$ cat src/rtl/qspi_bus_pkg.sv
package qspi_bus_pkg;

    // ====================
    // Clocking and timing
    // ====================

    // System clock and serial clock rates
    localparam int CLK_HZ = 250_000_000;
    localparam int SCK_HZ = 25_000_000;

    // clk cycles in each half of an sck period
    localparam int HALF_PERIOD_CLKS = CLK_HZ / SCK_HZ / 2;

    // Chip select setup and hold time, converted to clk cycles
    localparam int CS_DELAY_NS   = 60;
    localparam int CS_DELAY_CLKS = CS_DELAY_NS * (CLK_HZ / 1_000_000) / 1000;

    // Serial clocks per transaction field
    localparam int OPCODE_CLKS = 8;
    localparam int ADDR_CLKS   = 8;
    localparam int DATA_CLKS   = 8;
    localparam int TAT_CLKS    = 16;

    // Whole register transactions
    localparam int WREG_CLKS = OPCODE_CLKS + ADDR_CLKS + DATA_CLKS;
    localparam int RREG_CLKS = OPCODE_CLKS + ADDR_CLKS + TAT_CLKS + DATA_CLKS;

    // GenX opcodes
    localparam logic [7:0] OP_WRITE_SINGLE = 8'h02;
    localparam logic [7:0] OP_READ_SINGLE  = 8'h03;

    // ====================
    // Types
    // ====================

    typedef logic [3:0] nybble_t;
    typedef logic [5:0] sck_count_t;

    typedef enum logic [1:0] {
        CS_NONE,
        CS_HOST,
        CS_BANK
    } chip_sel_e;

    // One transaction as handed to the shifter, fields already in wire order
    typedef struct packed {
        chip_sel_e   cs;
        logic [31:0] opcode;
        logic [31:0] addr;
        logic [31:0] data;
        sck_count_t  cycles;
    } qspi_tx_t;

endpackage

$ cat src/rtl/qspi_cmd_pkg.sv
package qspi_cmd_pkg;

    // Number of GenX banks addressable through the bank map
    localparam int NUM_BANKS = 10;

    // ====================
    // Types
    // ====================

    typedef logic [31:0]          qspi_addr_t;
    typedef logic [31:0]          qspi_word_t;
    typedef logic [NUM_BANKS-1:0] bankmap_t;

    // Client commands
    // Codes 4 to 7 are not defined and get rejected
    typedef enum logic [2:0] {
        CMD_WR_HREG = 3'd0,
        CMD_RD_HREG = 3'd1,
        CMD_WR_BREG = 3'd2,
        CMD_RD_BREG = 3'd3
    } qspi_cmd_e;

    // Parameter check results
    typedef enum logic [2:0] {
        ERR_NONE      = 3'd0,
        ERR_BANKSEL   = 3'd1,
        ERR_ADDRESS   = 3'd2,
        ERR_UNALIGNED = 3'd3,
        ERR_BAD_CMD   = 3'd4
    } qspi_err_e;

    // ====================
    // Address map
    // ====================

    // Host register holding the bank enable map
    localparam qspi_addr_t BANK_EN_REG = 32'h0000_0028;

    // Registers live below this address, SMEM above
    localparam qspi_addr_t FIRST_SMEM_ADDR = 32'h0010_0000;

    // Client request, start is a one clk pulse
    typedef struct packed {
        qspi_cmd_e  cmd;
        bankmap_t   bankmap;
        qspi_addr_t addr;
        qspi_word_t wdata;
        logic       start;
    } qspi_req_t;

    // Client response
    typedef struct packed {
        qspi_word_t rdata;
        qspi_err_e  err;
        logic       idle;
    } qspi_rsp_t;

endpackage

$ cat src/rtl/qspi_cmd_fsm.sv
`timescale 1ns/100ps

module qspi_cmd_fsm (
    input  logic                     clk,
    input  logic                     resetn,
    input  qspi_cmd_pkg::qspi_req_t  req,
    output qspi_cmd_pkg::qspi_rsp_t  rsp,
    output qspi_bus_pkg::qspi_tx_t   tx,
    output logic                     tx_start,
    input  logic                     tx_idle,
    input  qspi_cmd_pkg::qspi_word_t rd_word
);

    typedef enum logic [1:0] {
        ST_IDLE,
        ST_BANK_SEL,
        ST_ACCESS,
        ST_END
    } state_e;

    state_e                   state;
    qspi_cmd_pkg::qspi_req_t  req_q;
    qspi_cmd_pkg::qspi_err_e  err_q;
    qspi_cmd_pkg::qspi_err_e  addr_err;
    qspi_cmd_pkg::qspi_err_e  chk_err;
    qspi_cmd_pkg::qspi_word_t rdata_q;
    logic [$clog2(qspi_cmd_pkg::NUM_BANKS + 1)-1:0] bank_count;
    logic chk_bank;
    logic q_bank;
    logic q_read;

    // Opcode bits land in bit 0 of each nybble, MSB first
    function automatic qspi_cmd_pkg::qspi_word_t make_opcode(input logic [7:0] op);
        qspi_cmd_pkg::qspi_word_t w;
        w = '0;
        for (int i = 0; i < 8; i++) begin
            w[4*i] = op[i];
        end
        return w;
    endfunction

    // GenX wants address and data little-endian on the wire
    function automatic qspi_cmd_pkg::qspi_word_t swap_endian(input qspi_cmd_pkg::qspi_word_t v);
        return {v[7:0], v[15:8], v[23:16], v[31:24]};
    endfunction

    assign chk_bank = (req.cmd == qspi_cmd_pkg::CMD_WR_BREG) ||
                      (req.cmd == qspi_cmd_pkg::CMD_RD_BREG);
    assign q_bank = (req_q.cmd == qspi_cmd_pkg::CMD_WR_BREG) ||
                    (req_q.cmd == qspi_cmd_pkg::CMD_RD_BREG);
    assign q_read = (req_q.cmd == qspi_cmd_pkg::CMD_RD_HREG) ||
                    (req_q.cmd == qspi_cmd_pkg::CMD_RD_BREG);

    // ====================
    // Parameter checks
    // ====================
    always_comb begin
        bank_count = '0;
        for (int i = 0; i < qspi_cmd_pkg::NUM_BANKS; i++) begin
            bank_count = bank_count + req.bankmap[i];
        end

        // Range before alignment
        addr_err = qspi_cmd_pkg::ERR_NONE;
        if (req.addr >= qspi_cmd_pkg::FIRST_SMEM_ADDR) begin
            addr_err = qspi_cmd_pkg::ERR_ADDRESS;
        end else if (req.addr[1:0] != 2'b00) begin
            addr_err = qspi_cmd_pkg::ERR_UNALIGNED;
        end

        // Bank selection errors take priority over address errors
        case (req.cmd)
            qspi_cmd_pkg::CMD_WR_HREG,
            qspi_cmd_pkg::CMD_RD_HREG: chk_err = addr_err;
            qspi_cmd_pkg::CMD_WR_BREG:
                chk_err = (bank_count == 0) ? qspi_cmd_pkg::ERR_BANKSEL : addr_err;
            qspi_cmd_pkg::CMD_RD_BREG:
                chk_err = (bank_count != 1) ? qspi_cmd_pkg::ERR_BANKSEL : addr_err;
            default: chk_err = qspi_cmd_pkg::ERR_BAD_CMD;
        endcase
    end

    // Busy as soon as start arrives, even if it gets rejected
    always_comb begin
        rsp.rdata = rdata_q;
        rsp.err   = err_q;
        rsp.idle  = (state == ST_IDLE) && !req.start;
    end

    // ====================
    // Command sequencer
    // ====================
    always_ff @(posedge clk) begin
        // One clk strobe
        tx_start <= 1'b0;
        if (!resetn) begin
            state <= ST_IDLE;
            err_q <= qspi_cmd_pkg::ERR_NONE;
        end else begin
            case (state)
                ST_IDLE:
                    if (req.start) begin
                        req_q <= req;
                        err_q <= chk_err;
                        if (chk_err == qspi_cmd_pkg::ERR_NONE) begin
                            state <= chk_bank ? ST_BANK_SEL : ST_ACCESS;
                        end
                    end

                // Write the bank map into the bank enable register
                ST_BANK_SEL:
                    if (tx_idle) begin
                        tx.cs     <= qspi_bus_pkg::CS_HOST;
                        tx.opcode <= make_opcode(qspi_bus_pkg::OP_WRITE_SINGLE);
                        tx.addr   <= swap_endian(qspi_cmd_pkg::BANK_EN_REG);
                        tx.data   <= swap_endian(qspi_cmd_pkg::qspi_word_t'(req_q.bankmap));
                        tx.cycles <= qspi_bus_pkg::sck_count_t'(qspi_bus_pkg::WREG_CLKS);
                        tx_start  <= 1'b1;
                        state     <= ST_ACCESS;
                    end

                // The register access itself
                ST_ACCESS:
                    if (tx_idle) begin
                        tx.cs     <= q_bank ? qspi_bus_pkg::CS_BANK : qspi_bus_pkg::CS_HOST;
                        tx.opcode <= make_opcode(q_read ? qspi_bus_pkg::OP_READ_SINGLE
                                                        : qspi_bus_pkg::OP_WRITE_SINGLE);
                        tx.addr   <= swap_endian(req_q.addr);
                        tx.data   <= q_read ? '0 : swap_endian(req_q.wdata);
                        tx.cycles <= qspi_bus_pkg::sck_count_t'(q_read ? qspi_bus_pkg::RREG_CLKS
                                                                       : qspi_bus_pkg::WREG_CLKS);
                        tx_start  <= 1'b1;
                        state     <= ST_END;
                    end

                // Wait out the last transaction, then return read data
                ST_END:
                    if (tx_idle) begin
                        if (q_read) begin
                            rdata_q <= swap_endian(rd_word);
                        end
                        state <= ST_IDLE;
                    end
            endcase
        end
    end

endmodule

$ cat src/rtl/qspi_manager.sv
`timescale 1ns/100ps

module qspi_manager (
    input  logic                    clk,
    input  logic                    resetn,
    input  qspi_cmd_pkg::qspi_req_t req,
    output qspi_cmd_pkg::qspi_rsp_t rsp,
    output qspi_bus_pkg::nybble_t   mosi,
    input  qspi_bus_pkg::nybble_t   miso,
    output logic                    sck,
    output logic                    host_csn,
    output logic                    bank_csn
);

    // Command handler to shifter
    qspi_bus_pkg::qspi_tx_t   tx;
    logic                     tx_start;
    logic                     tx_idle;
    qspi_cmd_pkg::qspi_word_t rd_word;

    // Shifter to clock generator
    logic                     sck_enable;
    logic                     sck_rise;
    logic                     sck_fall;
    qspi_bus_pkg::sck_count_t sck_cycles;

    // Validates client commands and sequences transactions
    qspi_cmd_fsm u_cmd_fsm (
        .clk      (clk),
        .resetn   (resetn),
        .req      (req),
        .rsp      (rsp),
        .tx       (tx),
        .tx_start (tx_start),
        .tx_idle  (tx_idle),
        .rd_word  (rd_word)
    );

    // Drives one chip select window on the pins
    qspi_shifter u_shifter (
        .clk        (clk),
        .resetn     (resetn),
        .tx         (tx),
        .tx_start   (tx_start),
        .tx_idle    (tx_idle),
        .rd_word    (rd_word),
        .sck_rise   (sck_rise),
        .sck_fall   (sck_fall),
        .sck_cycles (sck_cycles),
        .sck_enable (sck_enable),
        .mosi       (mosi),
        .miso       (miso),
        .host_csn   (host_csn),
        .bank_csn   (bank_csn)
    );

    // Serial clock, running only while the shifter clocks bits
    qspi_sck_gen u_sck_gen (
        .clk    (clk),
        .resetn (resetn),
        .enable (sck_enable),
        .sck    (sck),
        .rise   (sck_rise),
        .fall   (sck_fall),
        .cycles (sck_cycles)
    );

endmodule

$ cat src/rtl/qspi_sck_gen.sv
`timescale 1ns/100ps

module qspi_sck_gen (
    input  logic                    clk,
    input  logic                    resetn,
    input  logic                    enable,
    output logic                    sck,
    output logic                    rise,
    output logic                    fall,
    output qspi_bus_pkg::sck_count_t cycles
);

    // Position within the current half period
    logic [3:0] half_cnt;
    logic       half_done;

    // Last clk of a half period, sck toggles at the next edge
    assign half_done = enable && (half_cnt == 4'(qspi_bus_pkg::HALF_PERIOD_CLKS - 1));

    // Strobes lead the actual sck edge by one clk
    assign rise = half_done && !sck;
    assign fall = half_done && sck;

    always_ff @(posedge clk) begin
        if (!resetn || !enable) begin
            // Parked low with counts cleared
            half_cnt <= '0;
            sck      <= 1'b0;
            cycles   <= '0;
        end else begin
            if (half_done) begin
                half_cnt <= '0;
                sck      <= !sck;
            end else begin
                half_cnt <= half_cnt + 1'b1;
            end
            // Count completed rising edges
            if (rise) begin
                cycles <= cycles + 1'b1;
            end
        end
    end

endmodule

$ cat src/rtl/qspi_shifter.sv
`timescale 1ns/100ps

module qspi_shifter (
    input  logic                     clk,
    input  logic                     resetn,
    input  qspi_bus_pkg::qspi_tx_t   tx,
    input  logic                     tx_start,
    output logic                     tx_idle,
    output qspi_cmd_pkg::qspi_word_t rd_word,
    input  logic                     sck_rise,
    input  logic                     sck_fall,
    input  qspi_bus_pkg::sck_count_t sck_cycles,
    output logic                     sck_enable,
    output qspi_bus_pkg::nybble_t    mosi,
    input  qspi_bus_pkg::nybble_t    miso,
    output logic                     host_csn,
    output logic                     bank_csn
);

    typedef enum logic [2:0] {
        ST_IDLE,
        ST_ASSERT_CS,
        ST_CLOCKING,
        ST_RELEASE_CS,
        ST_WAIT
    } state_e;

    state_e                   state;
    logic [5:0]               delay;
    logic [95:0]              shift_word;
    qspi_bus_pkg::sck_count_t cycle_limit;
    qspi_bus_pkg::chip_sel_e  cs;

    // A pending start already counts as busy
    assign tx_idle    = (state == ST_IDLE) && !tx_start;
    assign sck_enable = (state == ST_CLOCKING);

    // Chip selects are active low
    assign host_csn = (cs != qspi_bus_pkg::CS_HOST);
    assign bank_csn = (cs != qspi_bus_pkg::CS_BANK);

    // Top nybble goes out first
    // shift_word moves on the same edge that sck falls
    assign mosi = (state == ST_IDLE) ? 4'h0 : shift_word[95:92];

    // ====================
    // Transaction FSM
    // ====================
    always_ff @(posedge clk) begin
        if (!resetn) begin
            state <= ST_IDLE;
            delay <= '0;
            cs    <= qspi_bus_pkg::CS_NONE;
        end else begin
            case (state)
                ST_IDLE:
                    if (tx_start) begin
                        shift_word  <= {tx.opcode, tx.addr, tx.data};
                        cycle_limit <= tx.cycles;
                        cs          <= tx.cs;
                        // Start cycle is the first clk of the setup delay
                        delay       <= 6'(qspi_bus_pkg::CS_DELAY_CLKS - 2);
                        state       <= ST_ASSERT_CS;
                    end

                // Chip select setup before the first sck edge
                ST_ASSERT_CS:
                    if (delay == '0) begin
                        state <= ST_CLOCKING;
                    end else begin
                        delay <= delay - 1'b1;
                    end

                ST_CLOCKING:
                    if (sck_fall) begin
                        shift_word <= {shift_word[91:0], 4'h0};
                        // Last falling edge of the transaction
                        if (sck_cycles == cycle_limit) begin
                            state <= ST_RELEASE_CS;
                        end
                    end

                ST_RELEASE_CS: begin
                    cs    <= qspi_bus_pkg::CS_NONE;
                    delay <= 6'(qspi_bus_pkg::CS_DELAY_CLKS - 1);
                    state <= ST_WAIT;
                end

                // Hold time after release
                ST_WAIT:
                    if (delay == '0) begin
                        state <= ST_IDLE;
                    end else begin
                        delay <= delay - 1'b1;
                    end

                default: state <= ST_IDLE;
            endcase
        end
    end

    // ====================
    // Read capture
    // ====================
    always_ff @(posedge clk) begin
        if (state == ST_IDLE && tx_start) begin
            // Fresh word per transaction, held after it ends
            rd_word <= '0;
        end else if (sck_rise) begin
            rd_word <= {rd_word[27:0], miso};
        end
    end

endmodule

$ cat config.mk
export PLATFORM = sky130hd
export DESIGN_NAME = qspi_manager
export DESIGN_NICKNAME = d
export VERILOG_FILES = /design/src/rtl/qspi_bus_pkg.sv /design/src/rtl/qspi_cmd_pkg.sv /design/src/rtl/qspi_cmd_fsm.sv /design/src/rtl/qspi_manager.sv /design/src/rtl/qspi_sck_gen.sv /design/src/rtl/qspi_shifter.sv
export SDC_FILE = /design/constraint.sdc
export NUM_CORES = 1
export LEC_CHECK = 0
export BUFFER_PORTS_ARGS = -buffer_cell sky130_fd_sc_hd__buf_2
export CAP_MARGIN = 25
export CELL_PAD_IN_SITES_DETAIL_PLACEMENT = 0
export CELL_PAD_IN_SITES_GLOBAL_PLACEMENT = 1
export CORE_MARGIN = 2
export CORE_UTILIZATION = 35
export CTS_BUF_LIST = sky130_fd_sc_hd__clkbuf_8
export DETAILED_ROUTE_END_ITERATION = 12
export PLACE_DENSITY = 0.6
export SKIP_LAST_GASP = 1
export SYNTH_ARGS = -nofsm -noshare
export SYNTH_HDL_FRONTEND = slang
export SYNTH_SLANG_ARGS = --single-unit
$ cat constraint.sdc
create_clock -name clk -period 8.98 [get_ports clk]
set_input_delay 0.898 -clock clk [delete_from_list [all_inputs] [get_ports clk]]
set_output_delay 0.898 -clock clk [all_outputs]
set_load 0.02 [all_outputs]
# == After elaboration in Yosys (flattened, before gate mapping) ==
# Cells that the tools add are included.
# totals
input_bits,84
word_cells,140
reg_bits,375
out_inout_bits,43
# classes
add_sub_neg,12
n_lt_le_gt_ge,1
reduce_logical,41
n_eq_ne,29
muxes,35
# ops
op,n
104-bit two-way mux,2
104-bit one-hot mux with 2 select lines,1
96-bit two-way mux,2
96-bit one-hot mux with 2 select lines,1
4-bit by 1-bit adder with 4-bit output,8
32-bit by 21-bit >= comparator with 1-bit output (second input constant),1
32-bit two-way mux,1
3-bit two-way mux,8
2-bit inequality test (second input constant),10
3-bit by 2-bit == test with 1-bit output (second input constant),6
2-bit two-way mux,9
6-bit two-way mux,3
6-bit one-hot mux with 3 select lines,1
3-bit one-hot mux with 5 select lines,1
4-bit AND reduction,3
5-bit AND reduction,2
3-bit by 1-bit == test with 1-bit output (second input constant),3
3-bit zero test,3
3-bit one-hot mux with 3 select lines,1
3-bit AND reduction,3
2-bit one-hot mux with 4 select lines,1
2-bit nonzero test,4
2-bit OR reduction,4
6-bit by 1-bit adder with 6-bit output (second input constant),1
other kinds (21),39

# == Longest topological paths before layout ==
# Gate-level depths: netlist of the first run.
# logic_depth
ltp_word,16
mapped_depth,13
depth_no_buf,13

# == Cells and area by module ==
# Synthesis of the first run repeated with hierarchy kept, for this count alone.
# unflattened
cells_unflattened,863
area_unflattened_um2,13518.0
# by_module_without_submodules
module,n_inst,seq_area_each_um2,cells_each,area_per_inst_um2
qspi_cmd_fsm,1,5435.2,386,6787.8
qspi_shifter,1,3923.8,417,6180.9
qspi_sck_gen,1,220.2,60,549.3

# == Worst setup path after synthesis of the first run ==
# OpenSTA, ideal clock, no wires.
# synth_timing
kind,input port to flip-flop
start,input resetn
end,"register u_shifter.shift_word[0], enable pin"
path_buffers,0
stages,2
arrival_time_ns,5.740
setup_ns,0.583
slack_ns,2.658
required_time_ns,8.397
path_cell_list,clkinv_1 > a21oi_1
# synth_via
elab_chain_len,1
# synth_lines
element,line_no,source
start: declaration,qspi_manager.sv:5,"input logic resetn,"
4-bit AND reduction (no source line),-,
end signal: assignment,qspi_shifter.sv:58,"shift_word <= {tx.opcode, tx.addr, tx.data};"
end signal: assignment,qspi_shifter.sv:76,"shift_word <= {shift_word[91:0], 4'h0};"
end: declaration,qspi_shifter.sv:30,logic [95:0] shift_word;
# Every way passes these cells.
# A chain may end at the register's enable or synchronous reset.

# == Final worst setup path of the first run ==
# layout_timing
start,input req[65] (netlist name)
end,register u_cmd_fsm.state[0]
# layout_via
elab_chain_len,15
word_cells_on_any_way,17
cone_classes,9 x add/sub; 2 x eq/ne; 3 x mux; 3 x reduce/logical
# layout_lines
element,line_no,source
start: declaration,qspi_manager.sv:6,"input qspi_cmd_pkg::qspi_req_t req,"
1-bit by 1-bit adder with 2-bit output (*),qspi_cmd_fsm.sv:60,bank_count = bank_count + req.bankmap[i];
4-bit by 1-bit adder with 4-bit output (*) (8 in series),qspi_cmd_fsm.sv:60,
4-bit by 1-bit inequality test with 1-bit output / 4-bit zero test (equally long branches),"qspi_cmd_fsm.sv:78, qspi_cmd_fsm.sv:76",
"3-bit two-way mux, on equally long branches","qspi_cmd_fsm.sv:78, qspi_cmd_fsm.sv:76",
3-bit one-hot mux with 3 select lines (*),qspi_cmd_fsm.sv:72,case (req.cmd)
3-bit zero test (*),qspi_cmd_fsm.sv:105,if (chk_err == qspi_cmd_pkg::ERR_NONE) begin
2-bit inequality test (no source line) (*),-,
5-bit AND reduction (no source line) (*),-,
end signal: assignment,qspi_cmd_fsm.sv:106,state <= chk_bank ? ST_BANK_SEL : ST_ACCESS;
end: declaration,qspi_cmd_fsm.sv:21,state_e state;
# Every way passes the cells marked *; elsewhere a longest branch is shown, timed or not.

==> flow_summary.json, run 1 <==
{
  "outcome": "finished, final reports clean",
  "yosys_most_used_dff": "edfxtp_1",
  "post-cts-setup-buffers": 0,
  "grt_usage": 0.121,
  "critical_path_peak_fanout": 2,
  "maxSlewHeadroom": 0.342,
  "drt_wl_total_mm": 22.3,
  "finalHoldViolations": 0,
  "irDropWorstVdd_uv": 105,
  "power.leakage_nw": 5.26,
  "crit_required_ns": 9.50,
  "grt_antenna_before_repair": 2,
  "r2r_slack_ns": 5.53,
  "crit_arrival_ns": 4.94,
  "grt_overflow_total": 0,
  "p_per_area_nw_per_um2": 254,
  "area_delta_synth_final_pct": 17.3,
  "synth-seq-cells": 335,
  "synthesis.area_um2": 12700,
  "setup_tns_ns": 0,
  "placedCellCount": 1389,
  "rsz0062_at_grt": "no",
  "cts_buffers": 55,
  "post-route-period-util": 0.493,
  "cts_hold_buf": 0,
  "min_path_type": "reg -> reg",
  "drt_drc_violations_left": 0,
  "drive_gt1_frac": 0.269,
  "cts_tree": "done",
  "floorplan.rows": 69,
  "cts_resized": 0,
  "die_width_um": 195,
  "clock_latency_ns": 0.61,
  "start_util": 0.356,
  "die_y_um": 195,
  "final_antenna_net_count": 0,
  "synth_edf_count": 275,
  "finClkSkew_ns": 0.0189,
  "ctsRootBufferMaster": "clkbuf_8",
  "dp_hpwl_mm": 13.5,
  "syn_inst": 826,
  "clock_sinks": 335,
  "via_per_inst": 4.53,
  "synth_most_common_cell": "edfxtp_1",
  "synth_area_leaders": "edfxtp_1 65%, dfxtp_1 9.5%, mux2_2 5.4%, and2_1 4.2%, nand2_1 2.5%",
  "clock.fmax_mhz": 226,
  "wire_per_inst_um": 15.0,
  "io_buffers": 126,
  "path_class": "in -> reg",
  "core_um2": 35700,
  "period_minus_slack_ns": 4.42,
  "yosysSeqAreaShare": 0.744,
  "place_ws_ns": 3.99,
  "synthDistinctLibCells": 55,
  "grt_start_max_net_pins": 75,
  "clk_pin_slew_ns": 0.05,
  "setup_viol": 0,
  "async_reset_ff_frac": 0,
  "place_congestion": 0.715,
  "yosys.area.top_type_share": 0.650,
  "final-instance-count-excl-fill": 1489,
  "fin_nets": 1091,
  "synth_top_cell_by_area": "edfxtp_1",
  "h-tree-depth": 2,
  "synth_nets": 930,
  "insertedDiodeCount": 0,
  "final_util": 0.418,
  "tightest_slew_ns": 0.978,
  "ioPinCount": 127,
  "syn_avg_cell_area_um2": 15.4,
  "synthTopCellsByCount": "275 x edfxtp_1, 86 x and2_1, 86 x nand2_1, 61 x mux2_2, 60 x dfxtp_1",
  "vias": 6743,
  "dr.pass1.iters": 4,
  "grt_pass1_wl_mm": 36.0,
  "end_kind": "flip-flop",
  "synth.yosys.warnings": 0,
  "detail_route.iter0.violations": 314,
  "grt_pass1_vias": 6912,
  "drv_slew": 0,
  "fin_ws_ns": 4.56,
  "hold_slack_ns": 0.429,
  "drv_cap": 0,
  "startpoint_type": "input port",
  "die_area_um2": 37800,
  "cts_buffer_depth": 3
}
==> final cells by class <==
cell class	count	area, µm²
Inverter	29	109
Tap cell	461	577
Clock buffer	58	798
Fill cell	3326	20800
Sequential cell	335	9460
Timing Repair Buffer	138	768
Multi-Input combinational cell	428	3030
Clock inverter	40	166
==> layout by cell type, fill, tap and decap left out, types with 26 or more instances in the layout <==
cell type  instances
edfxtp_1         275
buf_2            126
nand2_1           86
and2_1            86
mux2_2            61
dfxtp_1           60
clkbuf_8          58
inv_1             55
a21oi_1           39
nor2_1            26
==> per-stage QoR <==
stage	power, mW	instance area, µm²
after floorplan	2.49	12700
after global placement	2.64	13900
after detailed placement	2.65	13900
after CTS	3.85	14900
after global routing	4.01	14900
final	3.78	14900
==> layer usage <==
metal,vias to the layer above,global-route usage,share of wire
li1,3306,-,-
met1,3222,0.149,0.45
met2,160,0.197,0.46
met3,55,0.0375,0.059
met4,0,0.0501,0.031
met5,-,0,0
==> worst max-delay path, stage by stage <==
cell and delay [ns]:
buf_2 0.11, ha_1 0.28, inv_1 0.07, fa_1 0.43
fa_1 0.51, fa_1 0.43, fa_1 0.41, fa_1 0.50
nor4b_1 0.35, a311oi_1 0.16, a311o_1 0.38, a41oi_2 0.21
mux2i_1 0.21
==> registers in the layout (all words and copies together), names as in the netlist, 3 cells and up <==
| name | count |
|---|---|
| u_shifter.state | 3 |
| u_shifter.shift_word | 96 |
| u_cmd_fsm.err_q | 3 |
| u_shifter.delay | 6 |
| u_cmd_fsm.tx | 68 |
| u_sck_gen.half_cnt | 4 |
| u_sck_gen.cycles | 6 |
| u_shifter.rd_word | 32 |
| u_cmd_fsm.req_q | 77 |
| u_cmd_fsm.rdata_q | 32 |
==> power breakdown <==
group / switching (mW) / internal, mW / total, mW
sequential: 0.0649 / 1.93 / 2.00
combinational: 0.358 / 0.260 / 0.618
clock: 0.575 / 0.592 / 1.17
total: 0.998 / 2.78 / 3.78
==> worst paths after layout <==
check,startpoint,end,depth (start not counted)
min,u_cmd_fsm.tx[4]$_SDFFCE_PN1P_,u_shifter.cycle_limit[4]$_DFFE_PP_,0
max,req[65],u_cmd_fsm.state[0]$_SDFFE_PN0P_,13
max reg2reg,u_shifter.state[1]$_SDFFE_PN0P_,u_shifter.shift_word[25]$_DFFE_PP_,5
min reg2reg,u_cmd_fsm.tx[4]$_SDFFCE_PN1P_,u_shifter.cycle_limit[4]$_DFFE_PP_,0
==> logic make-up (layout without fill, tap and decap cells) <==
logic type | count (synthesis) | after routing | synth area share
AO/OA/AOI/OAI | 74 | 74 | 0.0401
AND/OR/NAND/NOR | 256 | 256 | 0.106
multiplexers | 64 | 64 | 0.0564
adder cells (fa/ha/maj) | 20 | 20 | 0.0232
XOR/XNOR | 14 | 14 | 0.00965
flip-flops | 335 | 335 | 0.744
buffers and inverters | 63 | 265 | 0.0207
(Power assumes the default switching activity.)
==> inputs of run 2 (changes only) <==
--- a/config.mk
+++ b/config.mk
@@ -13,7 +13,7 @@
 export CORE_UTILIZATION = 35
 export CTS_BUF_LIST = sky130_fd_sc_hd__clkbuf_8
 export DETAILED_ROUTE_END_ITERATION = 12
-export PLACE_DENSITY = 0.6
+export PLACE_DENSITY = 0.62
 export SKIP_LAST_GASP = 1
 export SYNTH_ARGS = -nofsm -noshare
 export SYNTH_HDL_FRONTEND = slang
==> constraint.sdc (replaced) <==
create_clock -name clk -period 3.6 [get_ports clk]
set_input_delay 0.36 -clock clk [delete_from_list [all_inputs] [get_ports clk]]
set_output_delay 0.36 -clock clk [all_outputs]
set_load 0.02 [all_outputs]
==> run 2 against run 1 <==
Net effect: hold slack worse by 0.36 ns; sequential power up 150%; sequential share of layout area down 4.1 points; routed wire length up 4.4%; cell count is 6.2% higher; core utilization rose by 2.9 points; combinational power grew to 2.7 times the previous value; largest power group unchanged; highest routed layer unchanged; the flow now finishes with violations (negative setup slack); cell area is 7.0% higher; critical path depth unchanged; clock power increased to 2.8 times the previous value.
==> flow_summary.json, run 2 (synthesis results as in run 1) <==
{
  "start_util": 0.356,
  "ioPinCount": 127,
  "clock_latency_ns": 0.62,
  "outcome": "finished with violations",
  "min_path_type": "in -> reg",
  "drv_cap": 0,
  "maxSlewHeadroom": 0.602,
  "cts_buffer_depth": 3,
  "cts_buffers": 57,
  "drv_slew": 0,
  "startpoint_type": "input port",
  "dp_hpwl_mm": 13.4,
  "finalHoldViolations": 0,
  "crit_arrival_ns": 4.15,
  "via_per_inst": 4.47,
  "place_ws_ns": -0.659,
  "tightest_slew_ns": 0.597,
  "die_area_um2": 37800,
  "top_register": "u_shifter.shift_word",
  "clk_pin_slew_ns": 0.05,
  "reg2reg_from": "u_shifter.state[1]$_SDFFE_PN0P_",
  "path_cells": "buf_8 -> ha_4 -> inv_2 -> fa_1 -> fa_1 -> fa_1 -> fa_2 -> fa_1 -> nor4bb_4 -> a31o_2 -> a211o_1 -> a41oi_2 -> mux2i_1",
  "cp_num_buf_inv": 2,
  "irDropWorstVdd_uv": 309,
  "timing.critical_path.mode_cell": "fa_1",
  "cp-startpoint": "req[66]",
  "multi_input_area_um2": 3080,
  "seqCellArea_um2": 9460,
  "crit_path_top_delay_cell": "fa_1",
  "grt_overflow_total": 0,
  "drt_drc_violations_left": 0,
  "rsz0062_at_grt": "yes",
  "final_antenna_net_count": 0,
  "io_buffers": 126,
  "drive_gt1_frac": 0.264,
  "die_width_um": 195,
  "finClkSkew_ns": 0.0233,
  "dr.pass1.iters": 4,
  "mostFrequentLayoutCells": "275 x edfxtp_1, 124 x buf_2, 86 x nand2_1, 86 x and2_1, 81 x dlygate4sd3_1",
  "area_delta_synth_final_pct": 25.5,
  "grt_antenna_before_repair": 1,
  "place_congestion": 0.750,
  "placedCellCount": 1393,
  "die_y_um": 195,
  "post-cts-setup-buffers": 0,
  "fin_ws_ns": -0.0197,
  "clock_sinks": 335,
  "end_kind": "flip-flop",
  "largest_register_ffs": 96,
  "r2r_slack_ns": 1.04,
  "final-instance-count-excl-fill": 1581,
  "grt_start_max_net_pins": 99,
  "grt_pass1_vias": 7417,
  "drt_wl_total_mm": 23.3,
  "grt_usage": 0.126,
  "critical_path_peak_fanout": 3,
  "fin_nets": 1176,
  "wire_per_inst_um": 14.8,
  "cts_tree": "done",
  "clock.fmax_mhz": 276,
  "power.leakage_nw": 5.67,
  "violations": "negative setup slack",
  "hold_slack_ns": 0.0668,
  "path_class": "in -> reg",
  "crit_required_ns": 4.13,
  "ctsRootBufferMaster": "clkbuf_8",
  "final_common_cell": "edfxtp_1",
  "hold_start": "req[77]",
  "grt_pass1_wl_mm": 37.8,
  "insertedDiodeCount": 0,
  "core_um2": 35700,
  "vias": 7069,
  "h-tree-depth": 2,
  "fillers": 3224,
  "critPathMaxStageDelay_ns": 0.52,
  "period_minus_slack_ns": 3.62,
  "cp_top_family": "adder cells",
  "p_per_area_nw_per_um2": 621,
  "detail_route.iter0.violations": 301,
  "largestRegisters": "u_shifter.shift_word (96), u_cmd_fsm.req_q (77), u_cmd_fsm.tx (68)",
  "post-route-period-util": 1.01,
  "floorplan.rows": 69,
  "setup_viol": 2
}
==> run 2: cell types whose count changed in the layout (fill, tap and decap cells not counted), moves of 2 or more <==
| cell | before | now |
|---|---|---|
| clkinv_2 | 3 | 6 |
| buf_16 | 2 | 0 |
| inv_1 | 55 | 50 |
| bufinv_16 | 0 | 2 |
| buf_2 | 126 | 124 |
| buf_12 | 0 | 4 |
| clkinv_1 | 10 | 13 |
| clkbuf_8 | 58 | 61 |
| dlygate4sd3_1 | 0 | 81 |
==> run 2: final cells by class <==
class,instances,share of cell area
flip-flops and latches,335,0.593
multi-input cells,428,0.193
repair buffers,221,0.102
clock buffers,61,0.0527
well taps,461,0.0362
clock inverters,46,0.0161
inverters,29,0.00683
==> run 2: final timing paths <==
kind	endpoint	cells after the start
worst min-delay path	u_cmd_fsm.req_q[77]$_DFFE_PP_	1
worst min register to register	u_cmd_fsm.rdata_q[4]$_DFFE_PP_	0
worst max-delay path	u_cmd_fsm.state[1]$_SDFFE_PN0P_	13
worst max register to register	u_shifter.shift_word[88]$_SDFFCE_PN0P_	4
==> run 2: what timing repair did <==
item,4_1_cts,5_1_grt
setup endpoints to repair,1,4
pin swaps,1,4
resized for setup,0,6
hold buffers,81,0
endpoints found under the hold margin,81,0
==> run 2: through the flow <==
stage	utilization	power [mW]	TNS [ns]	instance area, µm²
final	0.447	9.90	-0.0322	15900
after global routing	0.447	10.5	-0.323	15900
after CTS	0.447	10.1	0	15900
after detailed placement	0.393	6.70	-2.29	14000
after global placement	0.393	6.66	-2.21	14000
after floorplan	-	6.22	-1.18	12800
==> run 2: power by group <==
part,total [mW],internal (mW),switching (mW)
Sequential,4.98,4.82,0.161
Combinational,1.68,0.754,0.925
Clock,3.25,1.72,1.53
Total,9.90,7.29,2.62
==> run 2: layer usage <==
layer,GRT usage,routed length (µm),up-vias
met5,0,0,-
met4,0.0462,621,0
met3,0.0364,1250,58
met2,0.214,11200,157
met1,0.152,10200,3373
li1,-,-,3481
==> inputs of run 3 (changes only) <==
--- a/config.mk
+++ b/config.mk
@@ -13,7 +13,7 @@
 export CORE_UTILIZATION = 35
 export CTS_BUF_LIST = sky130_fd_sc_hd__clkbuf_8
 export DETAILED_ROUTE_END_ITERATION = 12
-export PLACE_DENSITY = 0.62
+export PLACE_DENSITY = 0.6
 export SKIP_LAST_GASP = 1
 export SYNTH_ARGS = -nofsm -noshare
 export SYNTH_HDL_FRONTEND = slang
==> constraint.sdc (replaced) <==
create_clock -name clk -period 4.62 [get_ports clk]
set_input_delay 0.462 -clock clk [delete_from_list [all_inputs] [get_ports clk]]
set_output_delay 0.462 -clock clk [all_outputs]
set_load 0.02 [all_outputs]
==> run 3 against run 2 <==
Net effect: the run now ends clean; clock skew is 0.0075 ns higher; sequential power is 22% lower; clock power shrank 22%; count of clock-buffer cells in the layout is the same; power decreased by 22%; worst setup slack improved by 0.19 ns; cell count decreased by 1.7%; critical endpoint is now u_cmd_fsm.state[0]$_SDFFE_PN0P_; die area unchanged.
==> flow_summary.json, run 3 (synthesis results as in run 1) <==
{
  "die_area_um2": 37800,
  "p_per_area_nw_per_um2": 492,
  "largestRegisters": "u_shifter.shift_word (96), u_cmd_fsm.req_q (77), u_cmd_fsm.tx (68)",
  "top_register": "u_shifter.shift_word",
  "reg2reg_to": "u_shifter.shift_word[15]$_DFFE_PP_",
  "finalHoldViolations": 0,
  "switchingPower_mw": 2.00,
  "h-tree-depth": 2,
  "clock.fmax_mhz": 225,
  "finClkSkew_ns": 0.0308,
  "clock_sinks": 335,
  "dr.pass1.iters": 4,
  "groute.layer.met1.usage": 0.156,
  "grt_usage": 0.125,
  "tightest_slew_ns": 0.774,
  "startpoint_type": "input port",
  "stdcell_area_um2": 15700,
  "die_y_um": 195,
  "drt_wl_total_mm": 23.1,
  "power.leakage_nw": 5.54,
  "irDropWorstVdd_uv": 206,
  "min_to": "u_cmd_fsm.req_q[38]$_DFFE_PP_",
  "fin_nets": 1151,
  "crit_required_ns": 5.17,
  "crit_arrival_ns": 5.00,
  "end_kind": "flip-flop",
  "drive_gt1_frac": 0.269,
  "cts_buffers": 57,
  "dpl_cell_area_um2": 13900,
  "die_width_um": 195,
  "core_um2": 35700,
  "ctsRootBufferMaster": "clkbuf_8",
  "wire_per_inst_um": 14.8,
  "place_congestion": 0.714,
  "r2r_slack_ns": 1.81,
  "swShare": 0.260,
  "clkPwrFrac": 0.332,
  "outcome": "finished, final reports clean",
  "grtUsageMet3": 0.0349,
  "reg2reg_depth": 4,
  "grt_antenna_before_repair": 3,
  "cp-startpoint": "req[65]",
  "drv_cap": 0,
  "rsz0062_at_grt": "no",
  "path_class": "in -> reg",
  "ioPinCount": 127,
  "fillers": 3268,
  "critical_path_peak_fanout": 2,
  "detail_route.iter0.violations": 306,
  "dp_hpwl_mm": 13.3,
  "min_path_type": "in -> reg",
  "sequentialPowerShare": 0.504,
  "min_path_cells": 1,
  "maxSlewHeadroom": 0.484,
  "period_minus_slack_ns": 4.45,
  "met2_usage": 0.205,
  "area_delta_synth_final_pct": 23.2,
  "final_antenna_net_count": 0,
  "io_buffers": 126,
  "grt_pass1_wl_mm": 37.3,
  "drv_slew": 0,
  "mostFrequentLayoutCells": "275 x edfxtp_1, 127 x buf_2, 86 x nand2_1, 86 x and2_1",
  "placedCellCount": 1389,
  "post-route-period-util": 0.962,
  "hold_start": "req[38]",
  "grt_overflow_total": 0,
  "clk_pin_slew_ns": 0.06,
  "cts_buffer_depth": 3,
  "setup_viol": 0,
  "reg2reg_from": "u_shifter.state[1]$_SDFFE_PN0P_",
  "final_common_cell": "edfxtp_1",
  "grt_pass1_vias": 7146,
  "via_per_inst": 4.48,
  "insertedDiodeCount": 0,
  "grt_start_max_net_pins": 78,
  "clock_latency_ns": 0.62,
  "start_util": 0.356,
  "drt_drc_violations_left": 0,
  "setup_tns_ns": 0,
  "floorplan.rows": 69,
  "final-instance-count-excl-fill": 1554,
  "comb_power_share": 0.164,
  "p_int_mw": 5.69,
  "largest_register_ffs": 96,
  "post-cts-setup-buffers": 0,
  "gr-max-usage-layer": "met2",
  "cts_tree": "done",
  "vias": 6958
}
-- run 3: layout make-up --
cell class                 instances  area [µm²]  share of cell area
clock inverter                    44         268              0.0171
sequential                       335        9460               0.604
clock buffer                      61         840              0.0536
tap                              461         577              0.0369
inverter                          29         109             0.00695
timing repair buffer             196        1370              0.0874
multi-input combinational        428        3030               0.194
-- run 3: power groups by stage --
stage	Combinational, mW	Clock [mW]	Sequential (mW)
final	1.26	2.55	3.88
after global routing	1.42	2.79	3.92
after CTS	1.25	2.66	3.89
after detailed placement	1.21	0	3.95
after global placement	1.20	0	3.95
after floorplan	0.907	0	3.92
-- run 3: routing by layer --
metal	routed length, µm	vias up	share of wire
met4	531	6	0.023
met2	10700	164	0.47
met3	1260	47	0.054
li1	-	3430	-
met1	10500	3311	0.46
met5	37	-	0.0016
-- run 3: through the flow --
stage	setup WS, ns	hold slack (ns)	util	power [mW]
2_1_floorplan	0.112	0.400	-	4.83
3_3_place_gp	0.125	0.404	0.390	5.15
3_5_place_dp	0.0805	0.416	0.390	5.16
4_1_cts	0.180	0.000736	0.436	7.80
5_1_grt	0.00174	0.00402	0.439	8.12
6_report	0.174	0.0573	0.439	7.70
-- run 3: worst max-delay path, stage by stage --
cell and delay (ns):
dlygate4sd3_1 0.53, buf_2 0.13, ha_1 0.28, inv_1 0.08, fa_1 0.44, fa_1 0.51, fa_1 0.43, fa_1 0.41
fa_1 0.50, nor4bb_1 0.32, a311oi_1 0.10, a311o_1 0.37, a41oi_2 0.23, mux2i_1 0.21
-- run 3: worst max path at each step --
| stage | to | slack, ns | cells after the start |
|---|---|---|---|
| 2_1_floorplan | u_cmd_fsm.req_q[10]$_DFFE_PP_ | 0.11 | 4 |
| 3_3_place_gp | u_cmd_fsm.state[1]$_SDFFE_PN0P_ | 0.12 | 13 |
| 3_5_place_dp | u_cmd_fsm.state[0]$_SDFFE_PN0P_ | 0.08 | 13 |
| 4_1_cts | u_cmd_fsm.state[0]$_SDFFE_PN0P_ | 0.18 | 14 |
| 5_1_grt | u_cmd_fsm.state[1]$_SDFFE_PN0P_ | 0.002 | 14 |
| 6_report | u_cmd_fsm.state[0]$_SDFFE_PN0P_ | 0.17 | 14 |
-- run 3: timing repair --
item                                    CTS  global route
hold buffers                             55             0
endpoints found under the setup margin    0             2
endpoints found under the hold margin    55             0
resized for setup                         0             1
